===== config.mk =====
export PLATFORM = sky130hd
export DESIGN_NAME = pc_config_top
export DESIGN_NICKNAME = d
export VERILOG_FILES = /design/src/hw/pc_word_pkg.sv /design/src/hw/pc_stream_pkg.sv /design/src/hw/pc_input_buffer.sv /design/src/hw/stream_fifo.sv /design/src/hw/conf_channel_assembler.sv /design/src/hw/pc_word_parser.sv /design/src/hw/pc_config_top.sv
export SDC_FILE = /design/constraint.sdc
export NUM_CORES = 2
export LEC_CHECK = 0
export ABC_AREA = 1
export BUFFER_PORTS_ARGS = -buffer_cell sky130_fd_sc_hd__buf_2
export CAP_MARGIN = 20
export CORE_AREA = 2 2 455 457
export DETAILED_ROUTE_END_ITERATION = 6
export DIE_AREA = 0 0 457 459
export PLACE_DENSITY = 0.54
export SLEW_MARGIN = 15
export SYNTH_ARGS = -nofsm -noshare
export SYNTH_HDL_FRONTEND = slang
export SYNTH_HIERARCHICAL = 1
export SYNTH_SLANG_ARGS = --single-unit

===== constraint.sdc =====
create_clock -name clk -period 31.7 [get_ports clk]
set_input_delay 3.17 -clock clk [delete_from_list [all_inputs] [get_ports clk]]
set_output_delay 3.17 -clock clk [all_outputs]
set_load 0.01 [all_outputs]

===== src/hw/pc_word_pkg.sv =====
`default_nettype none

package pc_word_pkg;

  ////////////////////////////////////////
  // host word layout

  localparam int host_word_width = 32;
  localparam int kind_width = 2;
  localparam int id_width = 6;
  localparam int conf_width = 16;
  // bits between the id and the data, part of the bd payload
  localparam int unused_width = host_word_width - kind_width - id_width - conf_width;
  localparam int bd_data_width = 24;
  localparam int leaf_code_width = 6;

  ////////////////////////////////////////
  // register file and channels

  localparam int num_conf_regs = 64;
  localparam int num_conf_chans = 2;
  // only the low id bits select, higher ids alias
  localparam int reg_sel_width = $clog2(num_conf_regs);
  localparam int chan_sel_width = $clog2(num_conf_chans);
  localparam int fifo_depth = 4;

  // top two bits of the host word
  typedef enum logic [kind_width-1:0] {
    bd_word   = 2'b00,
    reg_word  = 2'b10,
    chan_word = 2'b11
  } word_kind_t;

  // bit 31 low means bd, bit 30 then picks register or channel
  function automatic word_kind_t decode_kind(logic [kind_width-1:0] kind_bits);
    if (!kind_bits[1]) return bd_word;
    else if (!kind_bits[0]) return reg_word;
    else return chan_word;
  endfunction

  // entry i resets to i * 0x0101
  function automatic logic [num_conf_regs-1:0][conf_width-1:0] make_reset_vals();
    logic [num_conf_regs-1:0][conf_width-1:0] vals;
    for (int i = 0; i < num_conf_regs; i++) begin
      vals[i] = conf_width'(i * 'h0101);
    end
    return vals;
  endfunction

  localparam logic [num_conf_regs-1:0][conf_width-1:0] conf_reg_reset_vals =
    make_reset_vals();

endpackage

`default_nettype wire


===== src/hw/pc_stream_pkg.sv =====
`default_nettype none

package pc_stream_pkg;

  // word as it arrives from the host
  // for bd words {unused, data} is the 24 bit payload and id the leaf code
  typedef struct packed {
    logic [pc_word_pkg::kind_width-1:0]   kind;
    logic [pc_word_pkg::id_width-1:0]     id;
    logic [pc_word_pkg::unused_width-1:0] unused;
    logic [pc_word_pkg::conf_width-1:0]   data;
  } host_word_t;

  // chip-bound word, not yet encoded
  typedef struct packed {
    logic [pc_word_pkg::leaf_code_width-1:0] leaf_code;
    logic [pc_word_pkg::bd_data_width-1:0]   payload;
  } bd_word_t;

  // one channel chunk
  typedef struct packed {
    logic [pc_word_pkg::conf_width-1:0] data;
  } conf_chunk_t;

  // assembled channel words, first chunk in the low bits
  typedef struct packed {
    logic [2*pc_word_pkg::conf_width-1:0] data;
  } chan0_word_t;

  typedef struct packed {
    logic [3*pc_word_pkg::conf_width-1:0] data;
  } chan1_word_t;

endpackage

`default_nettype wire


===== src/hw/pc_input_buffer.sv =====
`timescale 1ns/1ps
`default_nettype none

module pc_input_buffer (
  input  wire logic                     clk,
  input  wire logic                     reset,
  input  wire logic                     stall,
  input  wire logic                     in_valid,
  input  wire pc_stream_pkg::host_word_t in_word,
  output logic                          in_ack,
  output logic                          out_valid,
  output pc_stream_pkg::host_word_t     out_word,
  input  wire logic                     out_ack
);

  // low for the reset cycle so the host sees no ack then
  logic live;
  logic full;
  // set once a word has been offered and not yet taken
  logic offering;
  logic take;
  logic draining;
  pc_stream_pkg::host_word_t held;

  ////////////////////////////////////////
  // handshakes

  // stall hides a held word, but an offer already made stays up
  // until the parser takes it
  assign out_valid = full && (offering || !stall);
  assign draining = out_valid && out_ack;
  // accept into an empty slot or one that empties this cycle
  assign in_ack = live && !stall && (!full || draining);
  assign take = in_valid && in_ack;
  assign out_word = held;

  ////////////////////////////////////////
  // slot state

  always_ff @(posedge clk or posedge reset) begin
    if (reset) begin
      live <= 1'b0;
      full <= 1'b0;
      offering <= 1'b0;
    end else begin
      live <= 1'b1;
      if (take) full <= 1'b1;
      else if (draining) full <= 1'b0;
      offering <= out_valid && !out_ack;
    end
  end

  // payload only
  always_ff @(posedge clk) begin
    if (take) held <= in_word;
  end

endmodule

`default_nettype wire


===== src/hw/stream_fifo.sv =====
`timescale 1ns/1ps
`default_nettype none

module stream_fifo #(
  parameter type payload_t = logic
) (
  input  wire logic     clk,
  input  wire logic     reset,
  input  wire logic     in_valid,
  input  wire payload_t in_data,
  output logic          in_ack,
  output logic          out_valid,
  output payload_t      out_data,
  input  wire logic     out_ack
);

  localparam int depth = pc_word_pkg::fifo_depth;
  localparam int ptr_width = $clog2(depth);

  payload_t mem [depth];
  logic [ptr_width-1:0] wr_ptr;
  logic [ptr_width-1:0] rd_ptr;
  // one bit wider than the pointers to tell full from empty
  logic [ptr_width:0] count;
  logic push;
  logic pop;

  assign in_ack = count != (ptr_width + 1)'(depth);
  assign out_valid = count != '0;
  assign out_data = mem[rd_ptr];
  assign push = in_valid && in_ack;
  assign pop = out_valid && out_ack;

  ////////////////////////////////////////
  // pointers and count

  // depth is a power of two so pointers wrap on their own
  always_ff @(posedge clk or posedge reset) begin
    if (reset) begin
      wr_ptr <= '0;
      rd_ptr <= '0;
      count <= '0;
    end else begin
      if (push) wr_ptr <= wr_ptr + 1'b1;
      if (pop) rd_ptr <= rd_ptr + 1'b1;
      if (push && !pop) count <= count + 1'b1;
      else if (pop && !push) count <= count - 1'b1;
    end
  end

  // storage
  always_ff @(posedge clk) begin
    if (push) mem[wr_ptr] <= in_data;
  end

  ////////////////////////////////////////
  // checks

  // sender holds valid and payload until the push
  a_in_stable: assert property (@(posedge clk) disable iff (reset)
    in_valid && !in_ack |=> in_valid && $stable(in_data));

  // a push while full would carry the count past depth
  a_no_overflow: assert property (@(posedge clk) disable iff (reset)
    count == (ptr_width + 1)'(depth) && !pop |=> count == (ptr_width + 1)'(depth));

endmodule

`default_nettype wire


===== src/hw/conf_channel_assembler.sv =====
`timescale 1ns/1ps
`default_nettype none

module conf_channel_assembler #(
  parameter type word_t = pc_stream_pkg::chan0_word_t
) (
  input  wire logic                       clk,
  input  wire logic                       reset,
  input  wire logic                       in_valid,
  input  wire pc_stream_pkg::conf_chunk_t in_chunk,
  output logic                            in_ack,
  output logic                            out_valid,
  output word_t                           out_word,
  input  wire logic                       out_ack
);

  localparam int word_width = $bits(word_t);
  localparam int chunk_width = pc_word_pkg::conf_width;
  localparam int num_chunks = word_width / chunk_width;
  localparam int cnt_width = (num_chunks > 2) ? $clog2(num_chunks) : 1;
  localparam logic [cnt_width-1:0] last_chunk = cnt_width'(num_chunks - 1);

  logic [cnt_width-1:0] chunk_cnt;
  logic [word_width-1:0] shreg;
  logic take;

  ////////////////////////////////////////
  // handshakes

  // gathering whenever no finished word is waiting
  assign in_ack = !out_valid;
  assign take = in_valid && in_ack;
  assign out_word = word_t'(shreg);

  ////////////////////////////////////////
  // chunk counter and output flag

  always_ff @(posedge clk or posedge reset) begin
    if (reset) begin
      chunk_cnt <= '0;
      out_valid <= 1'b0;
    end else begin
      if (take) begin
        if (chunk_cnt == last_chunk) begin
          chunk_cnt <= '0;
          out_valid <= 1'b1;
        end else begin
          chunk_cnt <= chunk_cnt + 1'b1;
        end
      end else if (out_valid && out_ack) begin
        out_valid <= 1'b0;
      end
    end
  end

  // new chunks enter at the top and move down
  // after the last one the first chunk sits in the low bits
  always_ff @(posedge clk) begin
    if (take) shreg <= {in_chunk.data, shreg[word_width-1:chunk_width]};
  end

  // chunk source keeps valid and data until taken
  a_in_stable: assert property (@(posedge clk) disable iff (reset)
    in_valid && !in_ack |=> in_valid && $stable(in_chunk));

endmodule

`default_nettype wire


===== src/hw/pc_word_parser.sv =====
`timescale 1ns/1ps
`default_nettype none

module pc_word_parser (
  input  wire logic                                clk,
  input  wire logic                                reset,
  input  wire logic                                in_valid,
  input  wire pc_stream_pkg::host_word_t           in_word,
  output logic                                     in_ack,
  output logic [pc_word_pkg::num_conf_regs-1:0][pc_word_pkg::conf_width-1:0] conf_regs,
  output logic                                     bd_valid,
  output pc_stream_pkg::bd_word_t                  bd_word,
  input  wire logic                                bd_ack,
  output logic [pc_word_pkg::num_conf_chans-1:0]   chunk_valid,
  output pc_stream_pkg::conf_chunk_t               chunk,
  input  wire logic [pc_word_pkg::num_conf_chans-1:0] chunk_ack
);

  pc_word_pkg::word_kind_t kind;
  logic [pc_word_pkg::reg_sel_width-1:0] reg_sel;
  logic [pc_word_pkg::chan_sel_width-1:0] chan_sel;

  ////////////////////////////////////////
  // field decode

  assign kind = pc_word_pkg::decode_kind(in_word.kind);
  // id truncated to the bits needed, so ids alias
  assign reg_sel = in_word.id[pc_word_pkg::reg_sel_width-1:0];
  assign chan_sel = in_word.id[pc_word_pkg::chan_sel_width-1:0];

  ////////////////////////////////////////
  // configuration registers

  // written the same edge the register word is acked
  always_ff @(posedge clk or posedge reset) begin
    if (reset) begin
      conf_regs <= pc_word_pkg::conf_reg_reset_vals;
    end else if (in_valid && kind == pc_word_pkg::reg_word) begin
      conf_regs[reg_sel] <= in_word.data;
    end
  end

  ////////////////////////////////////////
  // steering to the queues

  // bd payload is everything below the leaf code
  assign bd_word.leaf_code = in_word.id;
  assign bd_word.payload = {in_word.unused, in_word.data};
  assign bd_valid = in_valid && kind == pc_word_pkg::bd_word;

  // one chunk bus shared by all channels, valid picks the target
  assign chunk.data = in_word.data;

  always_comb begin
    for (int k = 0; k < pc_word_pkg::num_conf_chans; k++) begin
      chunk_valid[k] = in_valid && kind == pc_word_pkg::chan_word &&
                       chan_sel == pc_word_pkg::chan_sel_width'(k);
    end
  end

  // ack follows the chosen target, registers never stall
  always_comb begin
    in_ack = 1'b0;
    if (in_valid) begin
      unique case (kind)
        pc_word_pkg::bd_word:   in_ack = bd_ack;
        pc_word_pkg::reg_word:  in_ack = 1'b1;
        pc_word_pkg::chan_word: in_ack = chunk_ack[chan_sel];
        default:                in_ack = 1'b0;
      endcase
    end
  end

  // a word goes to exactly one queue
  a_one_target: assert property (@(posedge clk) disable iff (reset)
    $onehot0({bd_valid, chunk_valid}));

endmodule

`default_nettype wire


===== src/hw/pc_config_top.sv =====
`timescale 1ns/1ps
`default_nettype none

module pc_config_top (
  input  wire logic                      clk,
  input  wire logic                      reset,
  input  wire logic                      stall,
  input  wire logic                      pc_in_valid,
  input  wire pc_stream_pkg::host_word_t pc_in,
  output logic                           pc_in_ack,
  output logic [pc_word_pkg::num_conf_regs-1:0][pc_word_pkg::conf_width-1:0] conf_regs,
  output logic                           bd_valid,
  output pc_stream_pkg::bd_word_t        bd_word,
  input  wire logic                      bd_ack,
  output logic                           chan0_valid,
  output pc_stream_pkg::chan0_word_t     chan0_word,
  input  wire logic                      chan0_ack,
  output logic                           chan1_valid,
  output pc_stream_pkg::chan1_word_t     chan1_word,
  input  wire logic                      chan1_ack
);

  localparam int nchan = pc_word_pkg::num_conf_chans;

  // buffer to parser
  logic buf_valid;
  logic buf_ack;
  pc_stream_pkg::host_word_t buf_word;

  // parser to queues
  logic pbd_valid;
  logic pbd_ack;
  pc_stream_pkg::bd_word_t pbd_word;
  logic [nchan-1:0] pchunk_valid;
  logic [nchan-1:0] pchunk_ack;
  pc_stream_pkg::conf_chunk_t pchunk;

  // chunk queues to assemblers
  logic [nchan-1:0] qchunk_valid;
  logic [nchan-1:0] qchunk_ack;
  pc_stream_pkg::conf_chunk_t qchunk [nchan];

  pc_input_buffer pc_input_buffer_inst (
    .clk(clk), .reset(reset), .stall(stall),
    .in_valid(pc_in_valid), .in_word(pc_in), .in_ack(pc_in_ack),
    .out_valid(buf_valid), .out_word(buf_word), .out_ack(buf_ack)
  );

  pc_word_parser pc_word_parser_inst (
    .clk(clk), .reset(reset),
    .in_valid(buf_valid), .in_word(buf_word), .in_ack(buf_ack),
    .conf_regs(conf_regs),
    .bd_valid(pbd_valid), .bd_word(pbd_word), .bd_ack(pbd_ack),
    .chunk_valid(pchunk_valid), .chunk(pchunk), .chunk_ack(pchunk_ack)
  );

  ////////////////////////////////////////
  // queues

  stream_fifo #(.payload_t(pc_stream_pkg::bd_word_t)) bd_fifo_inst (
    .clk(clk), .reset(reset),
    .in_valid(pbd_valid), .in_data(pbd_word), .in_ack(pbd_ack),
    .out_valid(bd_valid), .out_data(bd_word), .out_ack(bd_ack)
  );

  // one chunk queue per channel, all fed from the shared chunk bus
  for (genvar k = 0; k < nchan; k++) begin : g_chunk_fifo
    stream_fifo #(.payload_t(pc_stream_pkg::conf_chunk_t)) chunk_fifo_inst (
      .clk(clk), .reset(reset),
      .in_valid(pchunk_valid[k]), .in_data(pchunk), .in_ack(pchunk_ack[k]),
      .out_valid(qchunk_valid[k]), .out_data(qchunk[k]), .out_ack(qchunk_ack[k])
    );
  end

  ////////////////////////////////////////
  // assemblers, 32 and 48 bit

  conf_channel_assembler #(.word_t(pc_stream_pkg::chan0_word_t)) chan0_asm_inst (
    .clk(clk), .reset(reset),
    .in_valid(qchunk_valid[0]), .in_chunk(qchunk[0]), .in_ack(qchunk_ack[0]),
    .out_valid(chan0_valid), .out_word(chan0_word), .out_ack(chan0_ack)
  );

  conf_channel_assembler #(.word_t(pc_stream_pkg::chan1_word_t)) chan1_asm_inst (
    .clk(clk), .reset(reset),
    .in_valid(qchunk_valid[1]), .in_chunk(qchunk[1]), .in_ack(qchunk_ack[1]),
    .out_valid(chan1_valid), .out_word(chan1_word), .out_ack(chan1_ack)
  );

endmodule

`default_nettype wire


Word-level counts from Yosys, hierarchy flattened
Memory sizes are Yosys's and may differ from the RTL's. A register that Yosys moved wholly into a read port is not among the register bits.
Index checks and enable logic that the tools add are counted.
{"block": "word_totals", "ram_bits": 248, "reg_bits": 1165, "mem_count": 3, "inputBits": 39, "elab_cells": 197, "output_inout_bits": 1138}
{"block": "op_classes", "addsub": 14, "eq_ne": 8, "n_lt_le_gt_ge": 3, "mux": 31, "bitwise_logic": 1, "n_reduce_logical": 51}
{"name": "bd_fifo_inst.mem", "depth": 4, "word_bits": 30, "read_ports": 1, "rd_ports_with_merged_regs": 0, "wr": 1, "line_no": "stream_fifo.sv:20", "rtl": "payload_t mem [depth];"}
{"name": "g_chunk_fifo[0].chunk_fifo_inst.mem", "depth": 4, "word_bits": 16, "read_ports": 1, "rd_ports_with_merged_regs": 1, "wr": 1, "line_no": "stream_fifo.sv:20"}
{"name": "g_chunk_fifo[1].chunk_fifo_inst.mem", "depth": 4, "word_bits": 16, "read_ports": 1, "rd_ports_with_merged_regs": 1, "wr": 1, "line_no": "stream_fifo.sv:20"}
{"op": "bitwise mux 1024 bit", "n": 1}
{"op": "demux 16 bit (select 6 bit)", "n": 1}
{"op": "logical AND 1 bit", "n": 26}
{"op": "two-way mux 1 bit", "n": 19}
{"op": "two-way mux 3 bit", "n": 6}
{"op": "two-way mux 16 bit", "n": 1}
{"op": "adder 2 x 1 -> 2 bit, second input constant", "n": 7}
{"op": "nonzero test 2 bit", "n": 6}
{"op": "logical NOT 1 bit", "n": 11}
{"op": "adder 3 x 1 -> 3 bit, second input constant", "n": 3}
{"op": "inequality test 3 bit, second input constant", "n": 3}
{"op": "nonzero test 3 bit", "n": 3}
{"op": "subtractor 3 x 1 -> 3 bit, second input constant", "n": 3}
{"op": "< comparator 6 x 7 -> 1 bit, second input constant", "n": 1}
{"op": "equality test 2 bit, second input constant", "n": 3}
{"op": ">= comparator 6 x 1 -> 1 bit, second input constant", "n": 1}
{"op": "two-way mux 2 bit", "n": 2}
{"op": "inequality test 2 x 1 -> 1 bit, second input constant", "n": 2}
{"op": "AND reduction 2 bit", "n": 2}
{"op": "one-hot mux 1 bit (3 select lines)", "n": 1}
{"op": "logical NOT 2 bit", "n": 1}
{"op": "logical OR 1 bit", "n": 2}
{"op": "< comparator 1 x 2 -> 1 bit, second input constant", "n": 1}
{"op": "adder 1 bit, second input constant", "n": 1}
{"op": "inverter 1 bit", "n": 1}

Logic depth before layout (Yosys ltp)
{"block": "logic_depth", "depth_word": 10, "ltp_mapped": 15, "ltp_nobuf": 15}

Modules after synthesis
Netlist, hierarchy kept.
{"mod": "pc_word_parser", "instances": 1, "area_per_inst_um2": 41458.5, "seq_area_each_um2": 26105.0, "cells_each": 4660}
{"mod": "stream_fifo (g_chunk_fifo[0].chunk_fifo_inst ...)", "instances": 2, "area_per_inst_um2": 3019.1, "seq_area_each_um2": 2097.0, "cells_each": 247}
{"mod": "stream_fifo (bd_fifo_inst)", "instances": 1, "area_per_inst_um2": 5221.3, "seq_area_each_um2": 3778.6, "cells_each": 410}
{"mod": "conf_channel_assembler (chan1_asm_inst)", "instances": 1, "area_per_inst_um2": 1590.3, "seq_area_each_um2": 1516.5, "cells_each": 70}
{"mod": "pc_input_buffer", "instances": 1, "area_per_inst_um2": 1104.8, "seq_area_each_um2": 1036.0, "cells_each": 50}
{"mod": "conf_channel_assembler (chan0_asm_inst)", "instances": 1, "area_per_inst_um2": 1061.0, "seq_area_each_um2": 1011.0, "cells_each": 46}

Least setup slack after synthesis
OpenSTA, ideal clock, no wires.
{"block": "synth_path", "path_kind": "input to output", "from": "input port stall", "to": "output port pc_in_ack", "t_required_ns": 28.530, "n_path_buf": 0, "path_slack_ns": 24.660, "stages": 8, "arrival_ns": 3.870, "cell_sequence": "inv_2 -> o21ai_1 -> inv_1 -> o21ai_0 -> a21o_1 -> inv_1 -> o211ai_2 -> inv_1"}
{"block": "synth_via", "elab_chain_len": 7, "word_cells_on_any_way": 8, "cone_classes": "1 x mux; 7 x reduce/logical"}
{"element": "start: declaration", "line_no": "pc_config_top.sv:7", "rtl": "input wire logic stall,"}
{"element": "logical NOT 1 bit", "line_no": "pc_input_buffer.sv:30", "rtl": "assign out_valid = full && (offering || !stall);"}
{"element": "logical OR 1 bit", "line_no": "pc_input_buffer.sv:30"}
{"element": "logical AND 1 bit", "line_no": "pc_input_buffer.sv:30"}
{"element": "via buf_valid", "line_no": "pc_config_top.sv:26", "rtl": "logic buf_valid;"}
{"element": "two-way mux 1 bit", "line_no": "pc_word_parser.sv:64", "rtl": "if (in_valid) begin"}
{"element": "via buf_ack", "line_no": "pc_config_top.sv:27", "rtl": "logic buf_ack;"}
{"element": "logical AND 1 bit", "line_no": "pc_input_buffer.sv:31", "rtl": "assign draining = out_valid && out_ack;"}
{"element": "logical OR 1 bit", "line_no": "pc_input_buffer.sv:33", "rtl": "assign in_ack = live && !stall && (!full || draining);"}
{"element": "logical AND 1 bit", "line_no": "pc_input_buffer.sv:33"}
{"element": "end: declaration", "line_no": "pc_config_top.sv:10", "rtl": "output logic pc_in_ack,"}
The timed path passes the listed nets, and every way through them passes these cells.

Worst setup path after layout
Ends and elaborated chain as after synthesis.

==> summary.md <==
| Metric | Value |
|---|---|
| Synth top area cells | dfrtp_1 (30%), edfxtp_1 (19%), dfstp_2 (18%) |
| Critical path's top delay family | compound AO/OA/AOI/OAI gates |
| Final setup fails | 0 |
| CTS hold repair buffers | 0 |
| Pleak | 36.73 nW |
| CTS Buffer Depth | 3 |
| FMAX | 133.9 MHz |
| Slowest cell on crit path | o211ai_2 |
| Critical path type | input pin to output port |
| Area grow syn2layout | 24.17% |
| Fin nets | 6750 |
| Full die area | 209800 um2 |
| Post-Syn Area | 56470 um2 |
| Core area | 205600 um2 |
| Share of the synthesized area in the top cell type | 0.2964 |
| FILL cells | 20980 |
| Status | finished, final reports clean |
| Cells along the critical path | buf_2 > inv_2 > o21ai_1 > inv_1 > o21ai_0 > a21o_1 > inv_1 > o211ai_2 > inv_1 > buf_2 |
| Crit-path max cell delay | 0.25 ns |
| Iteration-0 DRC Markers | 4611 |
| Via Count | 45960 |
| Area leader, netlist | dfrtp_1 |
| Worst Hold Slack | 0.4491 ns |
| Global-route wire length before repair | 332600 um |
| Die Span Y | 459 um |
| Critical path peak fanout | 4 |
| Routed wire per std cell | 24.68 um |
| Worst rel slew slack | 0.2454 |
| WL final | 235600 um |
| RSZ-0062 raised after global routing | false |
| Power Density | 70.50 nW/um2 |
| Critical Path AT | 4.30 ns |
| Buf+Inv Stages, Crit Path | 6 |
| Most common cell after layout, fill and taps aside | nand2_1 |
| CP Capture Type | output port |
| Max-cap violation count | 0 |
| WP depth | 10 |
| Syn nets | 5787 |
| Sum Neg Setup Slack | 0 ns |
| Port bufs | 1176 |
| GP Congestion | 0.8577 |
| Layout cells sized above 1 | 0.2881 |
| Reg2Reg Depth | 8 |
| Boundary Pins | 1177 |
| Number of global-route vias before repair | 44070 |
| RR Endpoint | pc_word_parser_inst/conf_regs[480]$_DFFE_PP0P_ |
| Largest net degree at the start of global routing | 154 |
| Die width | 457 um |
| Final hold violation count | 0 |
| Crit path top cell by count | inv_1 |
| Worst IR Drop VDD | 0.00005109 V |
| Dpl hpwl | 151600 um |
| Clock Latency Late Sink | 0.83 ns |
| Worst path required time | 28.53 ns |
| Setup Skew | 0.04017 ns |
| Worst setup SP type | input pin |
| CTS buffer count | 161 |
| Seq/Total Area, Yosys | 0.6665 |
| Drt pass-1 iters | 6 |
| Fin crit share | 0.2356 |
| Vias/cell | 4.814 |
| Synth Register Bits | 1413 |
| R2r setup slk | 27.55 ns |
| Netlist cell types | 30 |
| Min Tclk post-route | 7.469 ns |
| Initial Util | 0.2747 |
| Leading cell types in the layout, fill and taps excluded | nand2_1 (2384), buf_2 (1176), nand3_1 (1040), dfrtp_1 (669), dfstp_2 (384) |
| Postcts setup bufs | 0 |
| Crit path to | pc_in_ack |
| Overall routing resource usage | 0.2165 |
| Crit path from | stall |
| Total grt overflow | 0 |
| H-tree depth | 4 |
| Routed Antenna Nets | 0 |
| Clock-pin slew on the worst setup and hold paths | 0.06 ns |
| Worst-Margin Slew | 1.131 ns |
| Worst r2r src | pc_input_buffer_inst/out_word[28]$_DFFE_PP_ |
| Synth warnings | 6 |
| Cell Rows | 167 |
| Num Clock Sinks | 1413 |
| Worst Hold Class | register to register |
| Residual DRC count | 0 |
| Cells after Synth | 5730 |
| Clock Tree Root | clkbuf_16 |
| Fin. max-slew vios | 0 |
| Initial antenna violation count | 13 |
| CTS tree | built |
| Syn_area_per_cell | 9.856 um2 |
| Tot Pwr | 0.004944 W |
| Resized Gates After CTS | 0 |
## cell type report
type                    count  area [um2]  share of cell area
diodes                      9       22.52           0.0003212
clock inverters            60       720.7             0.01028
flip-flops and latches   1413       37640              0.5368
well taps                2704        3383             0.04825
inverters                 202       769.5             0.01097
multi-input cells        3628       15830              0.2258
repair buffers           1287        6940             0.09897
clock buffers             244        4816             0.06867
## cells by family (layout without fill, tap and decap cells)
logic type                 count (synthesis)  count (layout)  synth area share
adders and majority gates                 18              18          0.004387
buffers and inverters                    689            1793           0.05579
AOI/OAI and AO/OA                        134             134           0.01790
DFF                                     1413            1413            0.6665
other                                      1              10        0.00006640
xor gates and xnor gates                   3               3         0.0004653
and+or+nand+nor                         3472            3472            0.2549
## registers in the layout (all words and copies together), names as in the netlist, 2 cells and up
name and count:
bd_fifo_inst/rd_ptr 2, bd_fifo_inst/mem 120, bd_fifo_inst/count 3, pc_word_parser_inst/conf_regs 1024
g_chunk_fifo.chunk_fifo_inst/count 6, pc_input_buffer_inst/out_word 32, chan0_asm_inst/out_word 32, chan1_asm_inst/chunk_cnt 2
g_chunk_fifo.chunk_fifo_inst/mem 128, bd_fifo_inst/wr_ptr 2, g_chunk_fifo.chunk_fifo_inst/wr_ptr 4, chan1_asm_inst/out_word 48
g_chunk_fifo.chunk_fifo_inst/rd_ptr 4
## worst min-delay path by stage
stage,startpoint,to,slack [ns],cells past startpoint
after floorplan,chan0_asm_inst/chunk_cnt$_DFFE_PP0P_,chan0_asm_inst/chunk_cnt$_DFFE_PP0P_,0.46,2
after global placement,chan1_asm_inst/out_word[18]$_DFFE_PP_,chan1_asm_inst/out_word[2]$_DFFE_PP_,0.43,0
after detailed placement,chan1_asm_inst/out_word[30]$_DFFE_PP_,chan1_asm_inst/out_word[14]$_DFFE_PP_,0.43,0
after CTS,chan1_asm_inst/out_word[30]$_DFFE_PP_,chan1_asm_inst/out_word[14]$_DFFE_PP_,0.45,0
after global routing,chan1_asm_inst/out_word[30]$_DFFE_PP_,chan1_asm_inst/out_word[14]$_DFFE_PP_,0.45,0
final,chan1_asm_inst/out_word[30]$_DFFE_PP_,chan1_asm_inst/out_word[14]$_DFFE_PP_,0.45,0
## per-layer routing
| metal | wire length, um | part of all wire | up-vias | track usage |
|---|---|---|---|---|
| li1 | - | - | 20390 | - |
| met1 | 93950 | 0.40 | 23060 | 0.2703 |
| met2 | 109700 | 0.47 | 2090 | 0.3432 |
| met3 | 20970 | 0.089 | 422 | 0.06347 |
| met4 | 10970 | 0.047 | 0 | 0.1042 |
| met5 | 0 | 0 | - | 0 |
## synth_stat cells
library cell  count
nor3_2            4
nand2_1        2387
buf_6            22
o211ai_1        120
clkinv_1          1
o211ai_2          5
inv_1           189
nand4_1           3
o21ai_1           2
nand3_1        1040
dfrtp_1         669
a21oi_1           1
o21ai_0           5
clkbuf_1        218
nor2_2            8
ha_1             15
inv_2            12
conb_1            1
dfstp_2         384
or2_1             1
buf_2           169
buf_4            50
xnor2_1           3
fa_1              3
nor3_1            2
nor2_1           26
nand2_2           1
a21o_1            1
edfxtp_1        360
buf_1            28
## metrics by stage
step	instances	setup slack, ns	utilization	area (um2)
finish	9547	24.23	0.3411	70130
global route	9543	24.15	0.3410	70120
CTS	9532	24.25	0.3403	69960
detailed placement	9228	24.26	0.3134	64430
global placement	9226	24.27	0.3131	64370
floorplan	5730	0.3491	-	56470
## where the power goes
| part | internal [W] | switching [W] | leakage [nW] |
|---|---|---|---|
| Combinational | 0.000233 | 0.000578 | 17.5 |
| Sequential | 0.00210 | 0.000108 | 16.5 |
| Clock | 0.00111 | 0.000814 | 2.70 |
| Total | 0.00344 | 0.00150 | 36.7 |
## worst reg2reg max path: cells and delay by family, from the launching register on
family | cells | cell delay, ns
and+or+nand+nor | 4 | 1.22
buffers and inverters | 4 | 2.10
DFF | 1 | 0.71
Power figures use the tool's default switching activity.
